$ cat config.mk
export PLATFORM = sky130hd
export DESIGN_NAME = hsv_core_backend
export DESIGN_NICKNAME = d
export VERILOG_FILES = /design/src/hsv_core_pkg.sv /design/src/hsv_core_issue.sv /design/src/hsv_core_alu.sv /design/src/hsv_core_mul.sv /design/src/hsv_core_branch.sv /design/src/hsv_core_commit.sv /design/src/hsv_core_backend.sv
export VERILOG_INCLUDE_DIRS = /design/src
export SDC_FILE = /design/constraint.sdc
export NUM_CORES = 2
export LEC_CHECK = 0
export BUFFER_PORTS_ARGS = -buffer_cell sky130_fd_sc_hd__buf_2
export CORE_ASPECT_RATIO = 1.5
export CORE_MARGIN = 4
export CORE_UTILIZATION = 60
export DETAILED_ROUTE_END_ITERATION = 10
export GPL_ROUTABILITY_DRIVEN = 0
export PLACE_DENSITY = 0.78
export SLEW_MARGIN = 20
export SYNTH_ARGS = -nofsm -noshare
export SYNTH_HDL_FRONTEND = slang
export SYNTH_SLANG_ARGS = --single-unit
export TNS_END_PERCENT = 100
$ cat constraint.sdc
create_clock -name clk_core -period 9.55 [get_ports clk_core]
set_input_delay 0 -clock clk_core [delete_from_list [all_inputs] [get_ports clk_core]]
set_output_delay 0 -clock clk_core [all_outputs]
set_load 0.03 [all_outputs]
$ cat src/hsv_core_defs.svh
`ifndef HSV_CORE_DEFS_SVH
`define HSV_CORE_DEFS_SVH

// Datapath and commit order tag widths
`define HSV_XLEN 32
`define HSV_TOKEN_BITS 3

// Restart addresses
`define HSV_RESET_PC 32'h0000_1000
`define HSV_TRAP_VECTOR 32'h0000_0100

// Multiplier result latency in cycles
`define HSV_MUL_CYCLES 4

`endif

$ cat src/hsv_core_pkg.sv
`include "hsv_core_defs.svh"

package hsv_core_pkg;

  typedef logic [`HSV_XLEN-1:0] word;
  typedef logic [4:0] reg_addr;
  typedef logic [`HSV_TOKEN_BITS-1:0] insn_token;

  typedef enum logic [2:0] {
    OP_ADD,
    OP_SUB,
    OP_XOR,
    OP_MUL,
    OP_BEQ,
    OP_BNE,
    OP_ECALL
  } opcode_t;

  typedef enum logic {
    EXC_NONE,
    EXC_ECALL
  } exception_t;

  typedef struct packed {
    logic trap;
    logic flush;
  } commit_action_t;

  typedef struct packed {
    insn_token token;
    reg_addr   rd_addr;
  } commit_common_t;

  // Everything a unit hands to commit
  typedef struct packed {
    commit_common_t common;
    commit_action_t action;
    logic           writeback;
    word            result;
    word            next_pc;
    exception_t     exception_cause;
    word            exception_value;
  } commit_data_t;

  typedef enum logic [2:0] {
    ISSUE_RUN,
    ISSUE_WAIT,
    FLUSH_REQ,
    FLUSH_DROP,
    FLUSH_WAIT
  } issue_state_t;

endpackage

$ cat src/hsv_core_issue.sv
`include "hsv_core_defs.svh"

module hsv_core_issue
  import hsv_core_pkg::*;
(
  input  logic      clk_core,
  input  logic      rst_core_n,
  input  logic      insn_valid_i,
  input  opcode_t   insn_op_i,
  input  reg_addr   insn_rd_i,
  input  word       insn_a_i,
  input  word       insn_b_i,
  input  word       insn_imm_i,
  input  logic      alu_busy_i,
  input  logic      mul_busy_i,
  input  logic      br_busy_i,
  input  logic      ctrl_commit_i,
  input  logic      ctrl_flush_begin_i,
  input  logic      ctrl_trap_i,
  input  word       ctrl_next_pc_i,
  input  logic      flush_ack_i,
  output logic      insn_ready_o,
  output opcode_t   disp_op_o,
  output insn_token disp_token_o,
  output word       disp_pc_o,
  output reg_addr   disp_rd_o,
  output word       disp_a_o,
  output word       disp_b_o,
  output word       disp_imm_o,
  output logic      alu_valid_o,
  output logic      mul_valid_o,
  output logic      br_valid_o,
  output logic      flush_req_o,
  output word       flush_target_o
);

  issue_state_t state_q;
  logic         pend_q;
  logic [2:0]   inflight_q;
  insn_token    token_q;
  word          pc_q;
  word          target_q;
  logic         disp_fire;
  logic         accept;
  logic         serialize;

  // Route the held instruction to a free unit
  assign alu_valid_o = pend_q && !alu_busy_i && (disp_op_o inside {OP_ADD, OP_SUB, OP_XOR});
  assign mul_valid_o = pend_q && !mul_busy_i && (disp_op_o == OP_MUL);
  assign br_valid_o  = pend_q && !br_busy_i && (disp_op_o inside {OP_BEQ, OP_BNE, OP_ECALL});
  assign disp_fire   = alu_valid_o | mul_valid_o | br_valid_o;

  assign insn_ready_o   = (state_q == ISSUE_RUN) && (!pend_q || disp_fire);
  assign accept         = insn_valid_i && insn_ready_o;
  assign serialize      = insn_op_i inside {OP_BEQ, OP_BNE, OP_ECALL};
  assign flush_req_o    = (state_q == FLUSH_REQ);
  assign flush_target_o = target_q;

  // Reset enters the tail of a flush so the first ack clears everything
  always_ff @(posedge clk_core or negedge rst_core_n) begin
    if (!rst_core_n) begin
      state_q    <= FLUSH_DROP;
      pend_q     <= 1'b0;
      inflight_q <= '0;
      token_q    <= '0;
      pc_q       <= `HSV_RESET_PC;
      target_q   <= `HSV_RESET_PC;
    end else begin
      if (accept) begin
        token_q <= token_q + 1'b1;
        pc_q    <= pc_q + word'(4);
        pend_q  <= 1'b1;
      end else if (disp_fire) begin
        pend_q <= 1'b0;
      end
      inflight_q <= inflight_q + 3'(disp_fire) - 3'(ctrl_commit_i);

      case (state_q)
        ISSUE_RUN: begin
          if (accept && serialize) begin
            state_q <= ISSUE_WAIT;
          end
        end
        ISSUE_WAIT: begin
          if (ctrl_flush_begin_i) begin
            state_q <= FLUSH_WAIT;
          end else if (ctrl_trap_i) begin
            target_q <= `HSV_TRAP_VECTOR;
            state_q  <= FLUSH_REQ;
          end else if (!pend_q && inflight_q == '0) begin
            state_q <= ISSUE_RUN;
          end
        end
        // Branch target lands in ctrl_next_pc one cycle after commit
        FLUSH_WAIT: begin
          target_q <= ctrl_next_pc_i;
          state_q  <= FLUSH_REQ;
        end
        FLUSH_REQ: begin
          if (flush_ack_i) begin
            state_q <= FLUSH_DROP;
          end
        end
        FLUSH_DROP: begin
          if (flush_ack_i) begin
            token_q    <= '0;
            inflight_q <= '0;
            pend_q     <= 1'b0;
            pc_q       <= target_q;
          end else begin
            state_q <= ISSUE_RUN;
          end
        end
        default: state_q <= ISSUE_RUN;
      endcase
    end
  end

  always_ff @(posedge clk_core) begin
    if (accept) begin
      disp_op_o    <= insn_op_i;
      disp_token_o <= token_q;
      disp_pc_o    <= pc_q;
      disp_rd_o    <= insn_rd_i;
      disp_a_o     <= insn_a_i;
      disp_b_o     <= insn_b_i;
      disp_imm_o   <= insn_imm_i;
    end
  end

  // Request may only drop once commit has acknowledged it
  a_flush_req_held: assert property (
    @(posedge clk_core) disable iff (!rst_core_n)
    $fell(flush_req_o) |-> flush_ack_i
  );

endmodule

$ cat src/hsv_core_alu.sv
`include "hsv_core_defs.svh"

module hsv_core_alu
  import hsv_core_pkg::*;
(
  input  logic         clk_core,
  input  logic         rst_core_n,
  input  logic         valid_i,
  input  opcode_t      op_i,
  input  insn_token    token_i,
  input  word          pc_i,
  input  reg_addr      rd_i,
  input  word          a_i,
  input  word          b_i,
  input  logic         ready_i,
  output logic         busy_o,
  output logic         valid_o,
  output commit_data_t data_o
);

  logic full_q;
  word  result;

  always_comb begin
    case (op_i)
      OP_SUB:  result = a_i - b_i;
      OP_XOR:  result = a_i ^ b_i;
      default: result = a_i + b_i;
    endcase
  end

  // Slot stays full until commit takes it
  always_ff @(posedge clk_core or negedge rst_core_n) begin
    if (!rst_core_n) begin
      full_q <= 1'b0;
    end else if (valid_i) begin
      full_q <= 1'b1;
    end else if (valid_o && ready_i) begin
      full_q <= 1'b0;
    end
  end

  always_ff @(posedge clk_core) begin
    if (valid_i) begin
      data_o                 <= '0;
      data_o.common.token    <= token_i;
      data_o.common.rd_addr  <= rd_i;
      data_o.writeback       <= 1'b1;
      data_o.result          <= result;
      data_o.next_pc         <= pc_i + word'(4);
      data_o.exception_cause <= EXC_NONE;
    end
  end

  assign busy_o  = full_q;
  assign valid_o = full_q;

endmodule

$ cat src/hsv_core_mul.sv
`include "hsv_core_defs.svh"

module hsv_core_mul
  import hsv_core_pkg::*;
(
  input  logic         clk_core,
  input  logic         rst_core_n,
  input  logic         valid_i,
  input  opcode_t      op_i,
  input  insn_token    token_i,
  input  word          pc_i,
  input  reg_addr      rd_i,
  input  word          a_i,
  input  word          b_i,
  input  logic         ready_i,
  output logic         busy_o,
  output logic         valid_o,
  output commit_data_t data_o
);

  localparam int CNT_W = $clog2(`HSV_MUL_CYCLES + 1);

  logic             full_q;
  logic [CNT_W-1:0] cnt_q;
  word              product;

  // Low word only
  assign product = a_i * b_i;

  always_ff @(posedge clk_core or negedge rst_core_n) begin
    if (!rst_core_n) begin
      full_q <= 1'b0;
      cnt_q  <= '0;
    end else if (valid_i) begin
      full_q <= 1'b1;
      cnt_q  <= CNT_W'(`HSV_MUL_CYCLES - 1);
    end else if (valid_o && ready_i) begin
      full_q <= 1'b0;
    end else if (full_q && cnt_q != '0) begin
      cnt_q <= cnt_q - 1'b1;
    end
  end

  always_ff @(posedge clk_core) begin
    if (valid_i) begin
      data_o                 <= '0;
      data_o.common.token    <= token_i;
      data_o.common.rd_addr  <= rd_i;
      data_o.writeback       <= 1'b1;
      data_o.result          <= product;
      data_o.next_pc         <= pc_i + word'(4);
      data_o.exception_cause <= EXC_NONE;
    end
  end

  assign busy_o  = full_q;
  assign valid_o = full_q && (cnt_q == '0);

  // Issue must route only multiplies here, and never into a full slot
  a_mul_no_overrun: assert property (
    @(posedge clk_core) disable iff (!rst_core_n)
    valid_i |-> !busy_o && op_i == OP_MUL
  );

endmodule

$ cat src/hsv_core_branch.sv
`include "hsv_core_defs.svh"

module hsv_core_branch
  import hsv_core_pkg::*;
(
  input  logic         clk_core,
  input  logic         rst_core_n,
  input  logic         valid_i,
  input  opcode_t      op_i,
  input  insn_token    token_i,
  input  word          pc_i,
  input  reg_addr      rd_i,
  input  word          a_i,
  input  word          b_i,
  input  word          imm_i,
  input  logic         ready_i,
  output logic         busy_o,
  output logic         valid_o,
  output commit_data_t data_o
);

  logic         full_q;
  logic         taken;
  commit_data_t resolved;

  assign taken = (op_i == OP_BEQ) ? (a_i == b_i) : (op_i == OP_BNE) && (a_i != b_i);

  // No writeback from this unit
  always_comb begin
    resolved                 = '0;
    resolved.common.token    = token_i;
    resolved.common.rd_addr  = rd_i;
    resolved.next_pc         = pc_i + word'(4);
    resolved.exception_cause = EXC_NONE;
    if (op_i == OP_ECALL) begin
      resolved.action.trap     = 1'b1;
      resolved.exception_cause = EXC_ECALL;
      resolved.exception_value = pc_i;
    end else if (taken) begin
      resolved.action.flush = 1'b1;
      resolved.next_pc      = pc_i + imm_i;
    end
  end

  always_ff @(posedge clk_core or negedge rst_core_n) begin
    if (!rst_core_n) begin
      full_q <= 1'b0;
    end else if (valid_i) begin
      full_q <= 1'b1;
    end else if (valid_o && ready_i) begin
      full_q <= 1'b0;
    end
  end

  always_ff @(posedge clk_core) begin
    if (valid_i) begin
      data_o <= resolved;
    end
  end

  assign busy_o  = full_q;
  assign valid_o = full_q;

endmodule

$ cat src/hsv_core_commit.sv
`include "hsv_core_defs.svh"

module hsv_core_commit
  import hsv_core_pkg::*;
(
  input  logic         clk_core,
  input  logic         rst_core_n,
  input  commit_data_t alu_data_i,
  input  commit_data_t mul_data_i,
  input  commit_data_t br_data_i,
  input  logic         alu_valid_i,
  input  logic         mul_valid_i,
  input  logic         br_valid_i,
  input  logic         flush_req_i,
  input  word          flush_target_i,
  output logic         alu_ready_o,
  output logic         mul_ready_o,
  output logic         br_ready_o,
  output logic         flush_ack_o,
  output logic         ctrl_flush_begin_o,
  output logic         ctrl_trap_o,
  output exception_t   ctrl_trap_cause_o,
  output word          ctrl_trap_value_o,
  output word          ctrl_next_pc_o,
  output logic         ctrl_commit_o,
  output logic         wr_en_o,
  output reg_addr      wr_addr_o,
  output word          wr_data_o
);

  insn_token      token_q;
  logic           alu_committable;
  logic           mul_committable;
  logic           br_committable;
  commit_data_t   used_data;
  commit_action_t action;
  logic           general_commit;
  logic           token_enable;
  logic           token_clear;

  // Only the unit holding the oldest token may retire
  assign alu_ready_o = (alu_data_i.common.token == token_q);
  assign mul_ready_o = (mul_data_i.common.token == token_q);
  assign br_ready_o  = (br_data_i.common.token == token_q);

  assign alu_committable = alu_valid_i && alu_ready_o;
  assign mul_committable = mul_valid_i && mul_ready_o;
  assign br_committable  = br_valid_i && br_ready_o;

  // At most one source is nonzero, so OR acts as a mux
  assign used_data = (alu_committable ? alu_data_i : '0)
                   | (mul_committable ? mul_data_i : '0)
                   | (br_committable ? br_data_i : '0);

  assign action         = used_data.action;
  assign general_commit = (alu_committable | mul_committable | br_committable) & !action.trap;

  assign ctrl_commit_o      = general_commit;
  assign ctrl_flush_begin_o = action.flush;

  assign wr_en_o   = used_data.writeback & !action.trap;
  assign wr_addr_o = used_data.common.rd_addr;
  assign wr_data_o = used_data.result;

  assign token_enable = general_commit & !action.flush;
  assign token_clear  = flush_ack_o & !flush_req_i;

  always_ff @(posedge clk_core or negedge rst_core_n) begin
    if (!rst_core_n) begin
      token_q        <= '0;
      ctrl_trap_o    <= 1'b0;
      ctrl_next_pc_o <= `HSV_RESET_PC;
      flush_ack_o    <= 1'b1;
    end else begin
      flush_ack_o <= flush_req_i;
      ctrl_trap_o <= action.trap;
      if (token_clear) begin
        token_q        <= '0;
        ctrl_next_pc_o <= flush_target_i;
      end else begin
        if (token_enable) begin
          token_q <= token_q + 1'b1;
        end
        if (general_commit) begin
          ctrl_next_pc_o <= used_data.next_pc;
        end
      end
    end
  end

  always_ff @(posedge clk_core) begin
    ctrl_trap_cause_o <= used_data.exception_cause;
    ctrl_trap_value_o <= used_data.exception_value;
  end

  // Tokens are unique among units in flight
  a_single_committer: assert property (
    @(posedge clk_core) disable iff (!rst_core_n)
    $onehot0({alu_committable, mul_committable, br_committable})
  );

endmodule

$ cat src/hsv_core_backend.sv
`include "hsv_core_defs.svh"

module hsv_core_backend
  import hsv_core_pkg::*;
(
  input  logic       clk_core,
  input  logic       rst_core_n,
  input  logic       insn_valid_i,
  input  opcode_t    insn_op_i,
  input  reg_addr    insn_rd_i,
  input  word        insn_a_i,
  input  word        insn_b_i,
  input  word        insn_imm_i,
  output logic       insn_ready_o,
  output logic       wr_en_o,
  output reg_addr    wr_addr_o,
  output word        wr_data_o,
  output logic       commit_o,
  output word        next_pc_o,
  output logic       trap_o,
  output exception_t trap_cause_o,
  output word        trap_value_o
);

  opcode_t      disp_op;
  insn_token    disp_token;
  word          disp_pc;
  reg_addr      disp_rd;
  word          disp_a;
  word          disp_b;
  word          disp_imm;
  logic         alu_valid;
  logic         mul_valid;
  logic         br_valid;
  logic         alu_busy;
  logic         mul_busy;
  logic         br_busy;
  commit_data_t alu_data;
  commit_data_t mul_data;
  commit_data_t br_data;
  logic         alu_done;
  logic         mul_done;
  logic         br_done;
  logic         alu_ready;
  logic         mul_ready;
  logic         br_ready;
  logic         flush_req;
  logic         flush_ack;
  word          flush_target;
  logic         flush_begin;

  hsv_core_issue hsv_core_issue_i (
    .clk_core           (clk_core),
    .rst_core_n         (rst_core_n),
    .insn_valid_i       (insn_valid_i),
    .insn_op_i          (insn_op_i),
    .insn_rd_i          (insn_rd_i),
    .insn_a_i           (insn_a_i),
    .insn_b_i           (insn_b_i),
    .insn_imm_i         (insn_imm_i),
    .alu_busy_i         (alu_busy),
    .mul_busy_i         (mul_busy),
    .br_busy_i          (br_busy),
    .ctrl_commit_i      (commit_o),
    .ctrl_flush_begin_i (flush_begin),
    .ctrl_trap_i        (trap_o),
    .ctrl_next_pc_i     (next_pc_o),
    .flush_ack_i        (flush_ack),
    .insn_ready_o       (insn_ready_o),
    .disp_op_o          (disp_op),
    .disp_token_o       (disp_token),
    .disp_pc_o          (disp_pc),
    .disp_rd_o          (disp_rd),
    .disp_a_o           (disp_a),
    .disp_b_o           (disp_b),
    .disp_imm_o         (disp_imm),
    .alu_valid_o        (alu_valid),
    .mul_valid_o        (mul_valid),
    .br_valid_o         (br_valid),
    .flush_req_o        (flush_req),
    .flush_target_o     (flush_target)
  );

  hsv_core_alu hsv_core_alu_i (
    .clk_core   (clk_core),
    .rst_core_n (rst_core_n),
    .valid_i    (alu_valid),
    .op_i       (disp_op),
    .token_i    (disp_token),
    .pc_i       (disp_pc),
    .rd_i       (disp_rd),
    .a_i        (disp_a),
    .b_i        (disp_b),
    .ready_i    (alu_ready),
    .busy_o     (alu_busy),
    .valid_o    (alu_done),
    .data_o     (alu_data)
  );

  hsv_core_mul hsv_core_mul_i (
    .clk_core   (clk_core),
    .rst_core_n (rst_core_n),
    .valid_i    (mul_valid),
    .op_i       (disp_op),
    .token_i    (disp_token),
    .pc_i       (disp_pc),
    .rd_i       (disp_rd),
    .a_i        (disp_a),
    .b_i        (disp_b),
    .ready_i    (mul_ready),
    .busy_o     (mul_busy),
    .valid_o    (mul_done),
    .data_o     (mul_data)
  );

  hsv_core_branch hsv_core_branch_i (
    .clk_core   (clk_core),
    .rst_core_n (rst_core_n),
    .valid_i    (br_valid),
    .op_i       (disp_op),
    .token_i    (disp_token),
    .pc_i       (disp_pc),
    .rd_i       (disp_rd),
    .a_i        (disp_a),
    .b_i        (disp_b),
    .imm_i      (disp_imm),
    .ready_i    (br_ready),
    .busy_o     (br_busy),
    .valid_o    (br_done),
    .data_o     (br_data)
  );

  hsv_core_commit hsv_core_commit_i (
    .clk_core           (clk_core),
    .rst_core_n         (rst_core_n),
    .alu_data_i         (alu_data),
    .mul_data_i         (mul_data),
    .br_data_i          (br_data),
    .alu_valid_i        (alu_done),
    .mul_valid_i        (mul_done),
    .br_valid_i         (br_done),
    .flush_req_i        (flush_req),
    .flush_target_i     (flush_target),
    .alu_ready_o        (alu_ready),
    .mul_ready_o        (mul_ready),
    .br_ready_o         (br_ready),
    .flush_ack_o        (flush_ack),
    .ctrl_flush_begin_o (flush_begin),
    .ctrl_trap_o        (trap_o),
    .ctrl_trap_cause_o  (trap_cause_o),
    .ctrl_trap_value_o  (trap_value_o),
    .ctrl_next_pc_o     (next_pc_o),
    .ctrl_commit_o      (commit_o),
    .wr_en_o            (wr_en_o),
    .wr_addr_o          (wr_addr_o),
    .wr_data_o          (wr_data_o)
  );

endmodule

* Word level (Yosys, flattened, before mapping) *
Cells that the tools add are included.

word-level totals
  logic and storage cells = 172
  bits of input ports = 107
  output and inout port bits = 106
  register bits = 508

operators by class
  multiplexer cells = 45
  $add $sub $neg = 10
  eq/ne operators = 25
  reduce and logical (&&, ||, !) cells = 42
  $mul = 1
  bitwise gates (word level) = 11

operators by type and width
  kind                                                 number
  2-to-1 mux 105 bit                                   3
  2-to-1 mux 32 bit                                    9
  OR 105 bit                                           2
  one-hot mux 32 bit (2 select lines)                  2
  adder 32 x 3 -> 32 bit, second input constant        2
  adder 32 bit                                         2
  2-to-1 mux 3 bit                                     16
  2-to-1 mux 33 bit                                    1
  equality test 32 bit                                 1
  multiplier 32 x 32 -> 32 bit                         1
  inequality test 32 bit                               1
  subtractor 32 bit                                    1
  XOR 32 bit                                           1
  equality test 3 bit, second input constant           7
  logical AND 1 bit                                    16
  one-hot mux 3 bit (5 select lines)                   1
  nonzero test 2 bit                                   7
  2-to-1 mux 1 bit                                     13
  equality test 3 x 2 -> 1 bit, second input constant  4
  logical NOT 3 bit                                    4
  nonzero test 3 bit                                   4
  inequality test 2 bit, second input constant         5
  equality test 3 bit                                  3
  logical NOT 1 bit                                    7
  13 further kinds                                     21

* Depth between registers and ports, before layout *
  depth after elaboration = 11
  gate-level depth with buffers = 26
  gate-level depth less buffers = 25

* Modules after synthesis *
Synthesis repeated with hierarchy kept, for this count alone.

second synthesis, totals
  cell total of the unflattened synthesis = 4181
  area, all modules = 42572.1 sq um

by module, submodules not included
  module           times used  seq. area each (sq um)  cells an instance  area each (sq um)
  hsv_core_mul     1           2262.2                  1941               18851.8
  hsv_core_issue   1           6030.8                  482                7761.2
  hsv_core_alu     1           2187.1                  623                5796.8
  hsv_core_branch  1           2247.2                  578                5641.7
  hsv_core_commit  1           1589.0                  557                4520.6

* Worst setup path before layout *
OpenSTA, ideal clock, no wires.

  kind = register to register
  start = register hsv_core_issue_i.disp_a_o[12]
  end = register hsv_core_mul_i.data_o[95] (netlist bit), data pin
  path slack = 2.318 ns
  period minus slack after synthesis = 7.232 ns
  data required time = 9.287 ns
  stages on the path, launching flop included = 25
  library setup time = 0.263 ns
  arrival time = 6.969 ns
  path buffers = 2
  path through = edfxtp_1 clkbuf_1 clkbuf_1 and2_1 fa_1 fa_1 fa_1 inv_1 fa_1 inv_1 fa_1 inv_1 fa_1 inv_1 fa_1 fa_1 ha_1 and3_1 a221oi_1 nor2b_1 a211o_1 o21a_1 a41o_1 o41ai_2 xnor2_1

between the ends
  longest elaborated chain between the ends = 1

ends and longest elaborated chain
  element                               line                   source
  from (decl)                           hsv_core_issue.sv:27   output word disp_a_o,
  from (signal assigned)                hsv_core_issue.sv:125  disp_a_o <= insn_a_i;
  multiplier 32 x 32 -> 32 bit          hsv_core_mul.sv:28     assign product = a_i * b_i;
  named net hsv_core_mul_i.product[30]  hsv_core_mul.sv:25     word product;
  to (decl)                             hsv_core_mul.sv:18     output commit_data_t data_o

The timed path passes the listed nets, and every way through them passes these cells.
A chain may end at the register's enable or synchronous reset.

* Worst setup path after layout *
  start = register hsv_core_issue_i.disp_a_o[0]
  end = register hsv_core_mul_i.data_o[95] (netlist bit), data pin

The elaborated chain is that of the path after synthesis.

==> impl_metrics.py <==
metrics = {
    "worst_hold_path": {
        "hp-start": "insn_a_i[26]",
        "min_to": "hsv_core_issue_i.disp_a_o[26]",
        "hold_class": "input port to flip-flop",
        "holdPathStages": 2,
    },
    "yosys": {
        "syn_avg_cell_area_sq_um": 10.54,
        "yosys.area.top_type": "edfxtp_1",
        "yosysSeqAreaShare_pct": 36.30,
        "syn_nets": 4485,
        "syn_area_sq_um": 39440,
        "syn_inst": 3742,
        "yosys-top-cells-area": "edfxtp_1, fa_1, ha_1",
        "synth_ff_type": "edfxtp_1",
        "ys_seq_elements": 507,
        "async_flop_share_pct": 23.08,
        "synth_edf_count": 357,
        "yosysTopAreaCellShare_pct": 27.18,
        "yosys.cell_types.count": 88,
        "ys.warnings.count": 0,
    },
    "timing": {
        "finalSetupViolCount": 0,
        "min_period_ns": 8.182,
        "period_share_pct": 85.68,
        "maxSlewHeadroom_pct": 27.06,
        "report.final.slew_viol_count": 0,
        "rsz0062_at_grt": "no",
        "hold_viol_final": 0,
        "worst_slew_pin_slew_ns": 1.094,
        "max_freq_mhz": 122.2,
        "finClkSkew_ns": 0.02627,
        "finalSetupTns_ns": 0,
        "worst_hold_slack_ns": 0.09447,
    },
    "detailed_routing": {
        "via_per_inst": 5.992,
        "drc": 0,
        "drt_wl_total_microns": 110900,
        "first_pass_iters": 7,
        "drt-initial-drc-count": 2690,
        "dr_total_vias": 29040,
        "highest_layer": "met4",
        "dr_wl_met3_microns": 9083,
        "antenna_left": 0,
        "wl_met2_microns": 56040,
        "wl_met1_microns": 37700,
        "wl_per_cell_microns": 22.89,
    },
    "placement": {
        "io_buffers": 212,
        "dp.cells": 4648,
        "dpl.hpwl_microns": 80100,
    },
    "global_routing": {
        "grt_max_degree": 74,
        "grt_pass1_vias": 30430,
        "antenna_found_initial": 3,
        "grt.total_usage_pct": 31.91,
        "grt_overflow_total": 0,
        "grt_first_pass_wirelength_microns": 171400,
    },
    "final_layout": {
        "drive_above_1_share_pct": 9.132,
        "stdcell_count": 4846,
        "area_growth_pct": 10.46,
        "final_cell_mix": "inv_1, fa_1, nand2_1, edfxtp_1, and2_1",
        "layout_commonest_cell": "inv_1",
        "num-nets-final": 4679,
    },
    "critical_path": {
        "cp_data_required_time_ns": 9.90,
        "path_buf_inv": 3,
        "timing.rr.start": "hsv_core_issue_i.disp_a_o[0]",
        "worst_path_max_delay_cell": "edfxtp_1",
        "cp_max_fo": 18,
        "cpMostUsedCell": "fa_1",
        "startpoint": "hsv_core_issue_i.disp_a_o[0]",
        "end_kind": "flip-flop",
        "crit_arrival_ns": 8.53,
        "crit_type": "flip-flop to flip-flop",
        "reg2reg_slack_ns": 1.37,
        "start_kind": "flip-flop",
        "path_delay_family": "adder cells",
        "reg2regPathDepth": 21,
        "r2r-end": "hsv_core_mul_i.data_o[95]",
        "crit_path_cell_trace": "clkinv_1 -> nor2_1 -> fa_1 -> ha_1 -> fa_1 -> ha_1 -> fa_1 -> inv_1 -> fa_1 -> inv_1 -> fa_1 -> fa_1 -> ha_1 -> and3_1 -> a221oi_1 -> nor2b_1 -> a211o_1 -> o21a_1 -> a41o_1 -> o41ai_2 -> xnor2_1",
        "slowest_delay_ns": 0.88,
    },
    "clocking": {
        "path_clk_slew_ns": 0.07,
        "cts_made_buffers": 47,
        "cts_buffer_depth": 3,
        "cts.sinks": 507,
        "cts_root_buf": "clkbuf_16",
        "clk-insertion-delay-late_ns": 0.61,
        "htree_levels": 2,
        "cts_tree": "done",
    },
    "die": {
        "core_sq_um": 64760,
        "dieArea_sq_um": 69980,
        "die_y_microns": 322.0,
        "rows": 114,
        "dieWidth_microns": 217.3,
        "io_pins": 213,
        "start_util_pct": 60.91,
    },
    "job": {
        "maxCapViolations": 0,
    },
    "status": {
        "status": "finished clean",
    },
}
[synthesized netlist by cell type (all sizes together), types with 8 or more instances]
| cell type | count |
|---|---|
| o21ai | 123 |
| o21bai | 17 |
| fa | 412 |
| dfxtp | 33 |
| and3 | 22 |
| a21oi | 150 |
| edfxtp | 357 |
| nor2b | 20 |
| nand4 | 21 |
| o211ai | 9 |
| xor2 | 72 |
| a222oi | 37 |
| a21o | 34 |
| buf | 60 |
| or2 | 8 |
| xnor2 | 143 |
| nand3 | 44 |
| nor4 | 8 |
| and2 | 320 |
| dfrtp | 111 |
| nor3 | 41 |
| inv | 472 |
| a22o | 66 |
| a31oi | 9 |
| a211oi | 14 |
| nand2b | 21 |
| or3 | 10 |
| clkbuf | 146 |
| o21a | 15 |
| ha | 224 |
| o31ai | 9 |
| nor2 | 226 |
| nand2 | 390 |
[worst max-delay path by stage]
stage	slack [ns]	end	cells past startpoint
4_1_cts	1.54	hsv_core_mul_i.data_o[95]	21
5_1_grt	1.19	hsv_core_mul_i.data_o[95]	23
2_1_floorplan	2.32	hsv_core_mul_i.data_o[95]	24
3_5_place_dp	1.55	hsv_core_mul_i.data_o[95]	21
6_report	1.37	hsv_core_mul_i.data_o[95]	21
3_3_place_gp	1.76	hsv_core_mul_i.data_o[95]	21
[per-stage QoR]
stage          util (%)  setup WS (ns)  instance area (sq um)
6_report          67.27          1.368                  43560
5_1_grt           67.27          1.193                  43560
4_1_cts           67.24          1.537                  43550
3_5_place_dp      63.20          1.545                  40930
3_3_place_gp      63.20          1.756                  40930
2_1_floorplan         -          2.318                  39440
[area by class of cell]
type                       count  area (sq um)
antenna                        1         2.502
clock buffer                  66          1318
clock inverter                22         209.0
fill                        4907         21190
inverter                     473          1778
multi-input combinational   2556         22460
sequential                   507         14320
tap                          870          1089
timing repair buffer         351          2395
[worst reg2reg max path: stages (launching register included)]
cell and delay (ns):
edfxtp_1 0.88, clkinv_1 0.86, nor2_1 0.32, fa_1 0.47, ha_1 0.24, fa_1 0.45, ha_1 0.20, fa_1 0.49
inv_1 0.06, fa_1 0.54, inv_1 0.05, fa_1 0.50, fa_1 0.43, ha_1 0.33, and3_1 0.23, a221oi_1 0.47
nor2b_1 0.10, a211o_1 0.41, o21a_1 0.26, a41o_1 0.28, o41ai_2 0.24, xnor2_1 0.11
[kinds of logic (layout without fill, tap and decap cells)]
| group | Yosys count | in the layout | synth area share (%) |
|---|---|---|---|
| buffers and inverters | 679 | 912 | 6.925 |
| multiplexers | 9 | 9 | 0.2411 |
| adder cells (fa/ha/maj) | 636 | 636 | 28.02 |
| XOR/XNOR | 215 | 215 | 4.774 |
| AO/OA/AOI/OAI | 544 | 544 | 9.482 |
| flip-flops | 507 | 507 | 36.30 |
| AND/OR/NAND/NOR | 1152 | 1152 | 14.26 |
| other | 0 | 1 | 0 |
[layer usage]
metal	GRT usage, %	vias to the layer above
met5	0	-
met4	18.67	0
met3	5.436	399
met2	56.08	1549
met1	36.71	14420
li1	-	12680
[state kept, by name, summed over array words and instances, names as in the netlist, 3 cells and up]
name	count
hsv_core_alu_i.data_o	72
hsv_core_branch_i.data_o	74
hsv_core_commit_i.ctrl_next_pc_o	32
hsv_core_commit_i.ctrl_trap_value_o	32
hsv_core_commit_i.token_q	3
hsv_core_issue_i.disp_a_o	32
hsv_core_issue_i.disp_b_o	32
hsv_core_issue_i.disp_imm_o	32
hsv_core_issue_i.disp_op_o	3
hsv_core_issue_i.disp_pc_o	32
hsv_core_issue_i.disp_rd_o	5
hsv_core_issue_i.disp_token_o	3
hsv_core_issue_i.flush_target_o	32
hsv_core_issue_i.inflight_q	3
hsv_core_issue_i.pc_q	32
hsv_core_issue_i.state_q	3
hsv_core_issue_i.token_q	3
hsv_core_mul_i.cnt_q	3
hsv_core_mul_i.data_o	72
[repair_timing]
item | 4_1_cts | 5_1_grt
hold endpoints to repair | 150 | 0
gates resized for setup | 0 | 0
setup buffers | 0 | 0
hold buffers | 108 | 0
Power is not shown: default switching activity piles up to over one toggle a cycle in this logic, so the estimate is an artifact.
